## src/hdl/pwm_bus_pkg.sv

```systemverilog
package pwm_bus_pkg;

    localparam int ADDR_W = 8;
    localparam int DATA_W = 32;
    localparam int STRB_W = DATA_W / 8;

    typedef logic [ADDR_W-1:0] addr_t;
    typedef logic [DATA_W-1:0] data_t;
    typedef logic [STRB_W-1:0] strb_t;

    // AXI4-Lite response codes.
    typedef logic [1:0] resp_t;

    localparam resp_t RESP_OKAY   = 2'b00;
    localparam resp_t RESP_SLVERR = 2'b10;

endpackage

```

## src/hdl/pwm_cfg_pkg.sv

```systemverilog
package pwm_cfg_pkg;

    // Field widths of the burst configuration.
    localparam int PHASE_W  = 8;
    localparam int REPEAT_W = 8;
    localparam int PERIOD_W = 16;

    // Phase length, the real phase is value+1 cycles.
    typedef logic [PHASE_W-1:0]  phase_t;
    // Burst has value+1 periods.
    typedef logic [REPEAT_W-1:0] repeat_t;
    typedef logic [PERIOD_W-1:0] period_cnt_t;

    // Register map, byte offsets.
    localparam logic [7:0] REG_CTRL    = 8'h00;
    localparam logic [7:0] REG_HIGH    = 8'h04;
    localparam logic [7:0] REG_LOW     = 8'h08;
    localparam logic [7:0] REG_REPEAT  = 8'h0C;
    localparam logic [7:0] REG_STATUS  = 8'h10;
    localparam logic [7:0] REG_PERIODS = 8'h14;

    // Bit positions inside CTRL and STATUS.
    localparam int CTRL_START_BIT  = 0;
    localparam int CTRL_IRQ_EN_BIT = 1;
    localparam int STAT_BUSY_BIT   = 0;
    localparam int STAT_DONE_BIT   = 1;

    typedef enum logic [2:0] {
        SEQ_IDLE      = 3'd0,
        SEQ_HIGH_LOAD = 3'd1,
        SEQ_HIGH_RUN  = 3'd2,
        SEQ_LOW_LOAD  = 3'd3,
        SEQ_LOW_RUN   = 3'd4
    } seq_state_t;

endpackage

```

## src/hdl/pwm_ctrl_if.sv

```systemverilog
// Burst configuration from the register file to the sequencer.
interface pwm_cfg_if;

    logic                  start;
    pwm_cfg_pkg::phase_t   high_count;
    pwm_cfg_pkg::phase_t   low_count;
    pwm_cfg_pkg::repeat_t  repeat_count;

    modport ctrl (
        output start, high_count, low_count, repeat_count
    );

    modport seq (
        input  start, high_count, low_count, repeat_count
    );

endinterface

// Status exchange between register file, sequencer and result stage.
interface pwm_stat_if;

    logic                      busy;
    logic                      done_flag;
    pwm_cfg_pkg::period_cnt_t  period_count;
    logic                      done_clear;
    logic                      irq_en;

    modport regs (
        input  busy, done_flag, period_count,
        output done_clear, irq_en
    );

    modport status (
        input  done_clear, irq_en,
        output done_flag, period_count
    );

    modport seq (
        output busy
    );

endinterface

```

## src/hdl/pwm_burst_seq.sv

```systemverilog
module pwm_burst_seq (
    input  logic      clk,
    input  logic      rst_n,
    pwm_cfg_if.seq    cfg,
    pwm_stat_if.seq   stat,
    output logic      pwm,
    output logic      period_tick,
    output logic      burst_done
);

    pwm_cfg_pkg::seq_state_t  state_q;
    pwm_cfg_pkg::seq_state_t  state_d;
    pwm_cfg_pkg::phase_t      high_q;
    pwm_cfg_pkg::phase_t      low_q;
    pwm_cfg_pkg::repeat_t     repeat_q;
    pwm_cfg_pkg::repeat_t     rep_cnt_q;
    pwm_cfg_pkg::phase_t      cnt_load_value;
    logic                     cnt_load;
    logic                     terminal;
    logic                     period_end;
    logic                     last_period;

    assign last_period = (rep_cnt_q == repeat_q);

    // The load cycle is the first cycle of a phase, so the counter takes
    // length-1 and a zero length skips the run state.
    always_comb begin
        state_d        = state_q;
        cnt_load       = 1'b0;
        cnt_load_value = low_q - pwm_cfg_pkg::phase_t'(1);
        period_end     = 1'b0;
        case (state_q)
            pwm_cfg_pkg::SEQ_IDLE: begin
                if (cfg.start) begin
                    state_d = pwm_cfg_pkg::SEQ_HIGH_LOAD;
                end
            end
            pwm_cfg_pkg::SEQ_HIGH_LOAD: begin
                cnt_load       = 1'b1;
                cnt_load_value = high_q - pwm_cfg_pkg::phase_t'(1);
                state_d = (high_q == '0) ? pwm_cfg_pkg::SEQ_LOW_LOAD : pwm_cfg_pkg::SEQ_HIGH_RUN;
            end
            pwm_cfg_pkg::SEQ_HIGH_RUN: begin
                if (terminal) begin
                    state_d = pwm_cfg_pkg::SEQ_LOW_LOAD;
                end
            end
            pwm_cfg_pkg::SEQ_LOW_LOAD: begin
                cnt_load = 1'b1;
                if (low_q == '0) begin
                    period_end = 1'b1;
                end else begin
                    state_d = pwm_cfg_pkg::SEQ_LOW_RUN;
                end
            end
            pwm_cfg_pkg::SEQ_LOW_RUN: begin
                period_end = terminal;
            end
            default: state_d = pwm_cfg_pkg::SEQ_IDLE;
        endcase
        if (period_end) begin
            state_d = last_period ? pwm_cfg_pkg::SEQ_IDLE : pwm_cfg_pkg::SEQ_HIGH_LOAD;
        end
    end

    always_ff @(posedge clk or negedge rst_n) begin
        if (!rst_n) begin
            state_q   <= pwm_cfg_pkg::SEQ_IDLE;
            rep_cnt_q <= '0;
            pwm       <= 1'b0;
        end else begin
            state_q <= state_d;
            // Output lags the state by one cycle.
            pwm     <= (state_q == pwm_cfg_pkg::SEQ_HIGH_LOAD) ||
                       (state_q == pwm_cfg_pkg::SEQ_HIGH_RUN);
            if (state_q == pwm_cfg_pkg::SEQ_IDLE) begin
                rep_cnt_q <= '0;
            end else if (period_end && !last_period) begin
                rep_cnt_q <= rep_cnt_q + pwm_cfg_pkg::repeat_t'(1);
            end
        end
    end

    // Configuration sampled at start.
    always_ff @(posedge clk) begin
        if (state_q == pwm_cfg_pkg::SEQ_IDLE && cfg.start) begin
            high_q   <= cfg.high_count;
            low_q    <= cfg.low_count;
            repeat_q <= cfg.repeat_count;
        end
    end

    pwm_phase_counter u_phase_counter (
        .clk        (clk),
        .rst_n      (rst_n),
        .load       (cnt_load),
        .load_value (cnt_load_value),
        .count      (),
        .terminal   (terminal)
    );

    assign period_tick = period_end;
    assign burst_done  = period_end && last_period;
    assign stat.busy   = (state_q != pwm_cfg_pkg::SEQ_IDLE);

endmodule

```

## src/hdl/pwm_burst_status.sv

```systemverilog
module pwm_burst_status (
    input  logic         clk,
    input  logic         rst_n,
    pwm_stat_if.status   stat,
    input  logic         period_tick,
    input  logic         burst_done,
    input  logic         start_seen,
    output logic         irq
);

    pwm_cfg_pkg::period_cnt_t period_q;
    logic                     done_q;

    always_ff @(posedge clk or negedge rst_n) begin
        if (!rst_n) begin
            period_q <= '0;
        end else if (start_seen) begin
            period_q <= '0;
        end else if (period_tick) begin
            period_q <= period_q + pwm_cfg_pkg::period_cnt_t'(1);
        end
    end

    // Sticky, a new done beats a clear in the same cycle.
    always_ff @(posedge clk or negedge rst_n) begin
        if (!rst_n) begin
            done_q <= 1'b0;
        end else if (burst_done) begin
            done_q <= 1'b1;
        end else if (stat.done_clear) begin
            done_q <= 1'b0;
        end
    end

    assign stat.period_count = period_q;
    assign stat.done_flag    = done_q;
    assign irq               = done_q && stat.irq_en;

endmodule

```

## src/hdl/pwm_burst_top.sv

```systemverilog
module pwm_burst_top (
    input  logic                clk,
    input  logic                rst_n,

    input  logic                awvalid,
    output logic                awready,
    input  pwm_bus_pkg::addr_t  awaddr,
    input  logic                wvalid,
    output logic                wready,
    input  pwm_bus_pkg::data_t  wdata,
    input  pwm_bus_pkg::strb_t  wstrb,
    output logic                bvalid,
    input  logic                bready,
    output pwm_bus_pkg::resp_t  bresp,
    input  logic                arvalid,
    output logic                arready,
    input  pwm_bus_pkg::addr_t  araddr,
    output logic                rvalid,
    input  logic                rready,
    output pwm_bus_pkg::data_t  rdata,
    output pwm_bus_pkg::resp_t  rresp,

    output logic                pwm,
    output logic                irq
);

    logic period_tick;
    logic burst_done;

    pwm_cfg_if  cfg_bus ();
    pwm_stat_if stat_bus ();

    pwm_reg_decode u_decode (
        .clk     (clk),
        .rst_n   (rst_n),
        .awvalid (awvalid),
        .awready (awready),
        .awaddr  (awaddr),
        .wvalid  (wvalid),
        .wready  (wready),
        .wdata   (wdata),
        .wstrb   (wstrb),
        .bvalid  (bvalid),
        .bready  (bready),
        .bresp   (bresp),
        .arvalid (arvalid),
        .arready (arready),
        .araddr  (araddr),
        .rvalid  (rvalid),
        .rready  (rready),
        .rdata   (rdata),
        .rresp   (rresp),
        .cfg     (cfg_bus.ctrl),
        .stat    (stat_bus.regs)
    );

    pwm_burst_seq u_seq (
        .clk         (clk),
        .rst_n       (rst_n),
        .cfg         (cfg_bus.seq),
        .stat        (stat_bus.seq),
        .pwm         (pwm),
        .period_tick (period_tick),
        .burst_done  (burst_done)
    );

    // Period count restarts with every accepted start.
    pwm_burst_status u_status (
        .clk         (clk),
        .rst_n       (rst_n),
        .stat        (stat_bus.status),
        .period_tick (period_tick),
        .burst_done  (burst_done),
        .start_seen  (cfg_bus.start),
        .irq         (irq)
    );

endmodule

```

## src/hdl/pwm_phase_counter.sv

```systemverilog
module pwm_phase_counter (
    input  logic                 clk,
    input  logic                 rst_n,
    input  logic                 load,
    input  pwm_cfg_pkg::phase_t  load_value,
    output pwm_cfg_pkg::phase_t  count,
    output logic                 terminal
);

    pwm_cfg_pkg::phase_t count_q;

    // Down counter, parks at zero until the next load.
    always_ff @(posedge clk or negedge rst_n) begin
        if (!rst_n) begin
            count_q <= '0;
        end else if (load) begin
            count_q <= load_value;
        end else if (count_q != '0) begin
            count_q <= count_q - pwm_cfg_pkg::phase_t'(1);
        end
    end

    assign count    = count_q;
    assign terminal = (count_q == '0);

endmodule

```

## src/hdl/pwm_reg_decode.sv

```systemverilog
module pwm_reg_decode (
    input  logic                clk,
    input  logic                rst_n,

    input  logic                awvalid,
    output logic                awready,
    input  pwm_bus_pkg::addr_t  awaddr,
    input  logic                wvalid,
    output logic                wready,
    input  pwm_bus_pkg::data_t  wdata,
    input  pwm_bus_pkg::strb_t  wstrb,
    output logic                bvalid,
    input  logic                bready,
    output pwm_bus_pkg::resp_t  bresp,
    input  logic                arvalid,
    output logic                arready,
    input  pwm_bus_pkg::addr_t  araddr,
    output logic                rvalid,
    input  logic                rready,
    output pwm_bus_pkg::data_t  rdata,
    output pwm_bus_pkg::resp_t  rresp,

    pwm_cfg_if.ctrl             cfg,
    pwm_stat_if.regs            stat
);

    pwm_cfg_pkg::phase_t   high_q;
    pwm_cfg_pkg::phase_t   low_q;
    pwm_cfg_pkg::repeat_t  repeat_q;
    logic                  irq_en_q;
    logic                  start_q;
    logic                  done_clear_q;
    logic                  wr_fire;
    logic                  wr_en;
    logic                  rd_fire;
    pwm_bus_pkg::data_t    rd_data;

    function automatic logic is_mapped(pwm_bus_pkg::addr_t addr);
        return addr inside {pwm_cfg_pkg::REG_CTRL, pwm_cfg_pkg::REG_HIGH,
                            pwm_cfg_pkg::REG_LOW, pwm_cfg_pkg::REG_REPEAT,
                            pwm_cfg_pkg::REG_STATUS, pwm_cfg_pkg::REG_PERIODS};
    endfunction

    assign wr_fire = awvalid && awready && wvalid && wready;
    // Only the low byte carries register bits.
    assign wr_en   = wr_fire && wstrb[0] && is_mapped(awaddr);
    assign rd_fire = arvalid && arready;

    // AW and W are taken together, never while a response is pending.
    always_ff @(posedge clk or negedge rst_n) begin
        if (!rst_n) begin
            awready <= 1'b0;
            wready  <= 1'b0;
            bvalid  <= 1'b0;
        end else begin
            if (awready) begin
                awready <= 1'b0;
                wready  <= 1'b0;
            end else if (awvalid && wvalid && !bvalid) begin
                awready <= 1'b1;
                wready  <= 1'b1;
            end
            if (wr_fire) begin
                bvalid <= 1'b1;
            end else if (bready) begin
                bvalid <= 1'b0;
            end
        end
    end

    always_ff @(posedge clk) begin
        if (wr_fire) begin
            bresp <= is_mapped(awaddr) ? pwm_bus_pkg::RESP_OKAY : pwm_bus_pkg::RESP_SLVERR;
        end
    end

    always_ff @(posedge clk or negedge rst_n) begin
        if (!rst_n) begin
            high_q       <= '0;
            low_q        <= '0;
            repeat_q     <= '0;
            irq_en_q     <= 1'b0;
            start_q      <= 1'b0;
            done_clear_q <= 1'b0;
        end else begin
            start_q      <= 1'b0;
            done_clear_q <= 1'b0;
            if (wr_en) begin
                case (awaddr)
                    pwm_cfg_pkg::REG_CTRL: begin
                        irq_en_q <= wdata[pwm_cfg_pkg::CTRL_IRQ_EN_BIT];
                        // A start during a burst is dropped.
                        start_q  <= wdata[pwm_cfg_pkg::CTRL_START_BIT] && !stat.busy;
                    end
                    pwm_cfg_pkg::REG_HIGH:   high_q   <= wdata[pwm_cfg_pkg::PHASE_W-1:0];
                    pwm_cfg_pkg::REG_LOW:    low_q    <= wdata[pwm_cfg_pkg::PHASE_W-1:0];
                    pwm_cfg_pkg::REG_REPEAT: repeat_q <= wdata[pwm_cfg_pkg::REPEAT_W-1:0];
                    pwm_cfg_pkg::REG_STATUS: done_clear_q <= wdata[pwm_cfg_pkg::STAT_DONE_BIT];
                    default: begin
                    end
                endcase
            end
        end
    end

    always_comb begin
        rd_data = '0;
        case (araddr)
            pwm_cfg_pkg::REG_CTRL:    rd_data[pwm_cfg_pkg::CTRL_IRQ_EN_BIT] = irq_en_q;
            pwm_cfg_pkg::REG_HIGH:    rd_data = pwm_bus_pkg::data_t'(high_q);
            pwm_cfg_pkg::REG_LOW:     rd_data = pwm_bus_pkg::data_t'(low_q);
            pwm_cfg_pkg::REG_REPEAT:  rd_data = pwm_bus_pkg::data_t'(repeat_q);
            pwm_cfg_pkg::REG_STATUS: begin
                rd_data[pwm_cfg_pkg::STAT_BUSY_BIT] = stat.busy;
                rd_data[pwm_cfg_pkg::STAT_DONE_BIT] = stat.done_flag;
            end
            pwm_cfg_pkg::REG_PERIODS: rd_data = pwm_bus_pkg::data_t'(stat.period_count);
            default: rd_data = '0;
        endcase
    end

    always_ff @(posedge clk or negedge rst_n) begin
        if (!rst_n) begin
            arready <= 1'b0;
            rvalid  <= 1'b0;
        end else begin
            if (arready) begin
                arready <= 1'b0;
            end else if (arvalid && !rvalid) begin
                arready <= 1'b1;
            end
            if (rd_fire) begin
                rvalid <= 1'b1;
            end else if (rready) begin
                rvalid <= 1'b0;
            end
        end
    end

    // Read data held until rready.
    always_ff @(posedge clk) begin
        if (rd_fire) begin
            rdata <= rd_data;
            rresp <= is_mapped(araddr) ? pwm_bus_pkg::RESP_OKAY : pwm_bus_pkg::RESP_SLVERR;
        end
    end

    assign cfg.start        = start_q;
    assign cfg.high_count   = high_q;
    assign cfg.low_count    = low_q;
    assign cfg.repeat_count = repeat_q;
    assign stat.done_clear  = done_clear_q;
    assign stat.irq_en      = irq_en_q;

endmodule

```

## config.mk

```make
export PLATFORM = sky130hd
export DESIGN_NAME = pwm_burst_top
export DESIGN_NICKNAME = d
export VERILOG_FILES = /design/src/hdl/pwm_bus_pkg.sv /design/src/hdl/pwm_cfg_pkg.sv /design/src/hdl/pwm_ctrl_if.sv /design/src/hdl/pwm_burst_seq.sv /design/src/hdl/pwm_burst_status.sv /design/src/hdl/pwm_burst_top.sv /design/src/hdl/pwm_phase_counter.sv /design/src/hdl/pwm_reg_decode.sv
export SDC_FILE = /design/constraint.sdc
export NUM_CORES = 1
export LEC_CHECK = 0
export BUFFER_PORTS_ARGS = -buffer_cell sky130_fd_sc_hd__buf_2
export CORE_UTILIZATION = 30
export CTS_CLUSTER_DIAMETER = 200
export CTS_CLUSTER_SIZE = 28
export DETAILED_ROUTE_END_ITERATION = 10
export SLEW_MARGIN = 20
export SYNTH_ARGS = -nofsm -noshare
export SYNTH_HDL_FRONTEND = slang
export SYNTH_SLANG_ARGS = --single-unit
```

## constraint.sdc

```tcl
create_clock -name clk -period 4.08 [get_ports clk]
set_clock_uncertainty 0.05 [all_clocks]
set_input_delay 1.02 -clock clk [delete_from_list [all_inputs] [get_ports clk]]
set_output_delay 1.02 -clock clk [all_outputs]
set_load 0.02 [all_outputs]
```

==> summary by stage <==
Worst hold path
Counting instances, the worst hold path has a depth of 1. The startpoint of the most critical hold path is u_decode.rvalid. The path with the worst hold slack has its endpoint at u_decode.arready. The path class of the tightest hold or removal check is reg -> reg.

STA
Hold is met by 0.402 ns. The setup slack of the critical path after layout is ~1.6 ns. The count of pins over their slew limit is 0. The headroom to the max-slew limit is 0.328. The setup TNS is 0 ns. The smallest clock period supported by the final layout is computed as 2.50 ns.

The setup-violating endpoint count in the final report is 0. Static timing analysis puts the maximum clock frequency at between 0.3 and 0.4 GHz. The count of final hold-check violations is 0. Setup repair after global routing left no endpoint under its margin. Of the available clock period, the critical path in the final layout requires 0.613. The transition time at the pin with the least slew margin is about 1 ns.

Synth
Synthesis produced a netlist whose cell count is approximately 430. The cell area after synthesis is 0.00534 sq mm. In this run, synthesis inferred 42 flip-flops with an integrated enable. The number of warnings reported in the yosys synthesis log is 0.

Counting flops with an async set or reset pin after synthesis yields a share of 0.622. The count of state elements after synthesis is 111. The register area share after synthesis is 0.560. Dividing the synthesized area by the synthesized cell count gives about 12 sq um. The dominant register cell in the synthesized netlist is sky130_fd_sc_hd__dfrtp_1. After synthesis, the netlist uses 59 different library cells.

Power
The power per cell area is 450 mW/mm^2. The total leakage power is roughly 2.5 nW. The largest voltage drop on the vdd net is about 240 uV.

Floorplan
The die boundary height is 135 um. The initial utilization of the core area, before any placement, comes to 0.308. The width of the chip is 135 um.

Row generation in the floorplan step produced 48 rows. The floorplan die area is 0.0183 sq mm. The count of boundary I/O pins is slightly above 100. The total core area is ~0.017 sq mm.

Setup path
STA classifies the critical path startpoint as a flop. STA puts the critical path data required time at between 4 and 5 ns. The number of cells on the worst reg-to-reg path is 6. At the worst endpoint, the arrival time is approximately 2.7 ns. Of all nets on the critical path, the largest fanout is 18. The largest single stage delay on the critical path is between 0.8 and 0.9 ns. Walking the worst path, the cells encountered are mux2_2 > mux2i_1 > ha_1 > inv_1 > or4_1 > nand2_1. STA classifies the critical path endpoint as a flop. In this run the critical register-to-register path is captured at u_seq.u_phase_counter.count[6]. The slowest cell on the critical path is sky130_fd_sc_hd__dfrtp_1. The path type of the worst setup path is reg -> reg. The worst register-to-register path has a setup slack of 1.58 ns. In this run the critical register-to-register path is launched from u_seq.state_q[1].

Clocking
The post-CTS setup buffer count is 0. The H-tree was split into 3 levels. The CTS sink count is about 110. At the later pin of the worst-skew pair, clock insertion delay measures ~0.35 ns.

The number of gates resized after CTS was 0. The number of hold buffers added after CTS was 0. After clock tree synthesis, the clock-pin slew on the worst setup and hold paths is 0.07 ns. The buffer type at the clock tree root is sky130_fd_sc_hd__clkbuf_16. The maximum number of buffers from clock root to sink is 2. The clock tree from TritonCTS is yes.

The number of buffers inserted during clock tree synthesis is 9.

Placed design
Detailed placement ended at an HPWL of between 8000 and 9000 um. The cell area after placement is roughly 0.0057 sq mm. Input and output buffers added on the ports amount to 56. Routability-driven placement finished with a final weighted congestion of roughly 0.75. OpenSTA, run right after detailed placement, puts the worst setup slack at 1.28 ns.

Flow run
The tool flagged a number of max-cap violations equal to 0.

Route
The per-cell via count in the routed design is just under 5. The DRC violation total after the first TritonRoute iteration is approximately 190. The wire length per cell after detailed routing is roughly 16 um. The first TritonRoute pass finished after 4 iterations. After detailed routing, the number of remaining DRC violations is 0. The detailed-route wire length is 11,500 um. The count of nets left with antenna violations once routing finished came out at 0. Across all layers, the routed design uses between 3k and 4k vias.

Global routing
The overall global routing resource usage is 0.136. The via count of the first global-routing pass was 3,469. The largest net degree at the start of global routing is 70. After global routing the overflow that remains totals 0. The first global-routing pass estimated roughly 19,000 um of wire. The initial antenna violation count came to 0.

Cells and area
The finished cells cover between 0.006 and 0.007 sq mm. The antenna diode instance count is 0. Compared with the post-synthesis result, the final layout area differs by 13.1%. The number of nets in the final layout is ~550. The library cell used most frequently in the layout, excluding fill and tap cells, is sky130_fd_sc_hd__dfrtp_1. Of the cells placed in the final design, the portion with a size suffix greater than 1 is 0.252.

In the layout the commonest cells are sky130_fd_sc_hd__dfrtp_1 (69), sky130_fd_sc_hd__buf_2 (56), sky130_fd_sc_hd__edfxtp_1 (42), sky130_fd_sc_hd__mux2_2 (31), sky130_fd_sc_hd__nor2_1 (30).

Status
The flow ran to the end, and the final reports show no timing, DRC or antenna violations.
[kinds of logic (layout without fill, tap and decap cells)]
| kind of cell | count (synthesis) | after routing | synth area share |
|---|---|---|---|
| xor+xnor | 22 | 22 | 0.0361 |
| mux | 46 | 46 | 0.0951 |
| simple gates | 138 | 138 | 0.154 |
| flops | 111 | 111 | 0.560 |
| compound gates | 67 | 67 | 0.0979 |
| buf+inv | 43 | 83 | 0.0499 |
| fa+ha+maj | 3 | 3 | 0.00703 |
| other cells | 1 | 18 | 0.000702 |
[where the power goes]
| group | internal, mW | leakage, nW | total [mW] | switching, mW |
|---|---|---|---|---|
| clock network | 0.475 | 0.140 | 0.872 | 0.397 |
| logic | 0.188 | 1.09 | 0.466 | 0.278 |
| registers | 1.24 | 1.27 | 1.38 | 0.142 |
| total | 1.90 | 2.49 | 2.72 | 0.817 |
[stage by stage]
stage	total power [mW]	instances	utilization
4_1_cts	2.75	713	0.348
3_5_place_dp	1.87	697	0.331
3_3_place_gp	1.85	697	0.331
5_1_grt	2.86	713	0.348
2_1_floorplan	1.78	448	-
6_report	2.72	713	0.348
[routing by layer]
| layer | routed length (um) | GRT usage |
|---|---|---|
| met1 | 5260 | 0.178 |
| met2 | 5610 | 0.225 |
| met3 | 548 | 0.0325 |
| met4 | 95 | 0.0343 |
| met5 | 0 | 0 |
[flip-flops by register name, indices dropped and copies added (netlist names), 3 cells and up]
register                     count
u_decode.cfg.high_count          8
u_decode.rdata                  16
u_seq.repeat_q                   8
u_seq.low_q                      8
u_seq.u_phase_counter.count      8
u_seq.state_q                    3
u_seq.high_q                     8
u_status.stat.period_count      16
u_decode.cfg.repeat_count        8
u_seq.rep_cnt_q                  8
u_decode.cfg.low_count           8
[critical path: cells and delay by family, from the launching register on]
family / cells / cell delay (ns)
and+or+nand+nor: 2 / 0.58
buffers and inverters: 1 / 0.08
DFF: 1 / 0.83
adders and majority gates: 1 / 0.22
muxes: 2 / 0.68
[worst max-delay path by stage]
stage / startpoint / to / slack (ns) / cells past startpoint
CTS: u_seq.state_q[1] / u_seq.high_q[5] / 1.33 / 2
detailed placement: awaddr[5] / u_decode.cfg.repeat_count[0] / 1.28 / 6
finish: u_seq.state_q[1] / u_seq.u_phase_counter.count[6] / 1.58 / 6
global route: u_seq.state_q[1] / u_seq.u_phase_counter.count[6] / 1.42 / 6
floorplan: araddr[2] / u_decode.rdata[6] / 1.67 / 5
global placement: wvalid / u_decode.cfg.high_count[0] / 1.33 / 6
[cell usage after synthesis (5+ instances only)]
cell / n / area share
sky130_fd_sc_hd__and2_1: 13 / 0.015
sky130_fd_sc_hd__inv_1: 9 / 0.0063
sky130_fd_sc_hd__nor3_1: 10 / 0.0094
sky130_fd_sc_hd__buf_4: 19 / 0.027
sky130_fd_sc_hd__mux2_2: 31 / 0.065
sky130_fd_sc_hd__nand3_1: 12 / 0.011
sky130_fd_sc_hd__a221o_1: 8 / 0.015
sky130_fd_sc_hd__nand4_1: 5 / 0.0059
sky130_fd_sc_hd__xnor2_1: 10 / 0.016
sky130_fd_sc_hd__nor2_1: 30 / 0.021
sky130_fd_sc_hd__or3_1: 5 / 0.0059
sky130_fd_sc_hd__o21ai_0: 11 / 0.010
sky130_fd_sc_hd__mux2i_1: 13 / 0.024
sky130_fd_sc_hd__a21o_1: 7 / 0.0098
sky130_fd_sc_hd__xor2_1: 12 / 0.020
sky130_fd_sc_hd__a22o_1: 7 / 0.011
sky130_fd_sc_hd__a21oi_1: 13 / 0.012
sky130_fd_sc_hd__nand2_1: 29 / 0.020
sky130_fd_sc_hd__edfxtp_1: 42 / 0.24
sky130_fd_sc_hd__clkbuf_1: 6 / 0.0042
sky130_fd_sc_hd__dfrtp_1: 69 / 0.32
[final cells by class]
class	instances	area, sq um
fillers	1685	11300
flip-flops and latches	111	2990
multi-input cells	294	2150
repair buffers	58	295
well taps	225	282
clock buffers	10	229
clock inverters	6	60.1
inverters	9	33.8
Note: power is estimated with default switching activity, not from simulation.
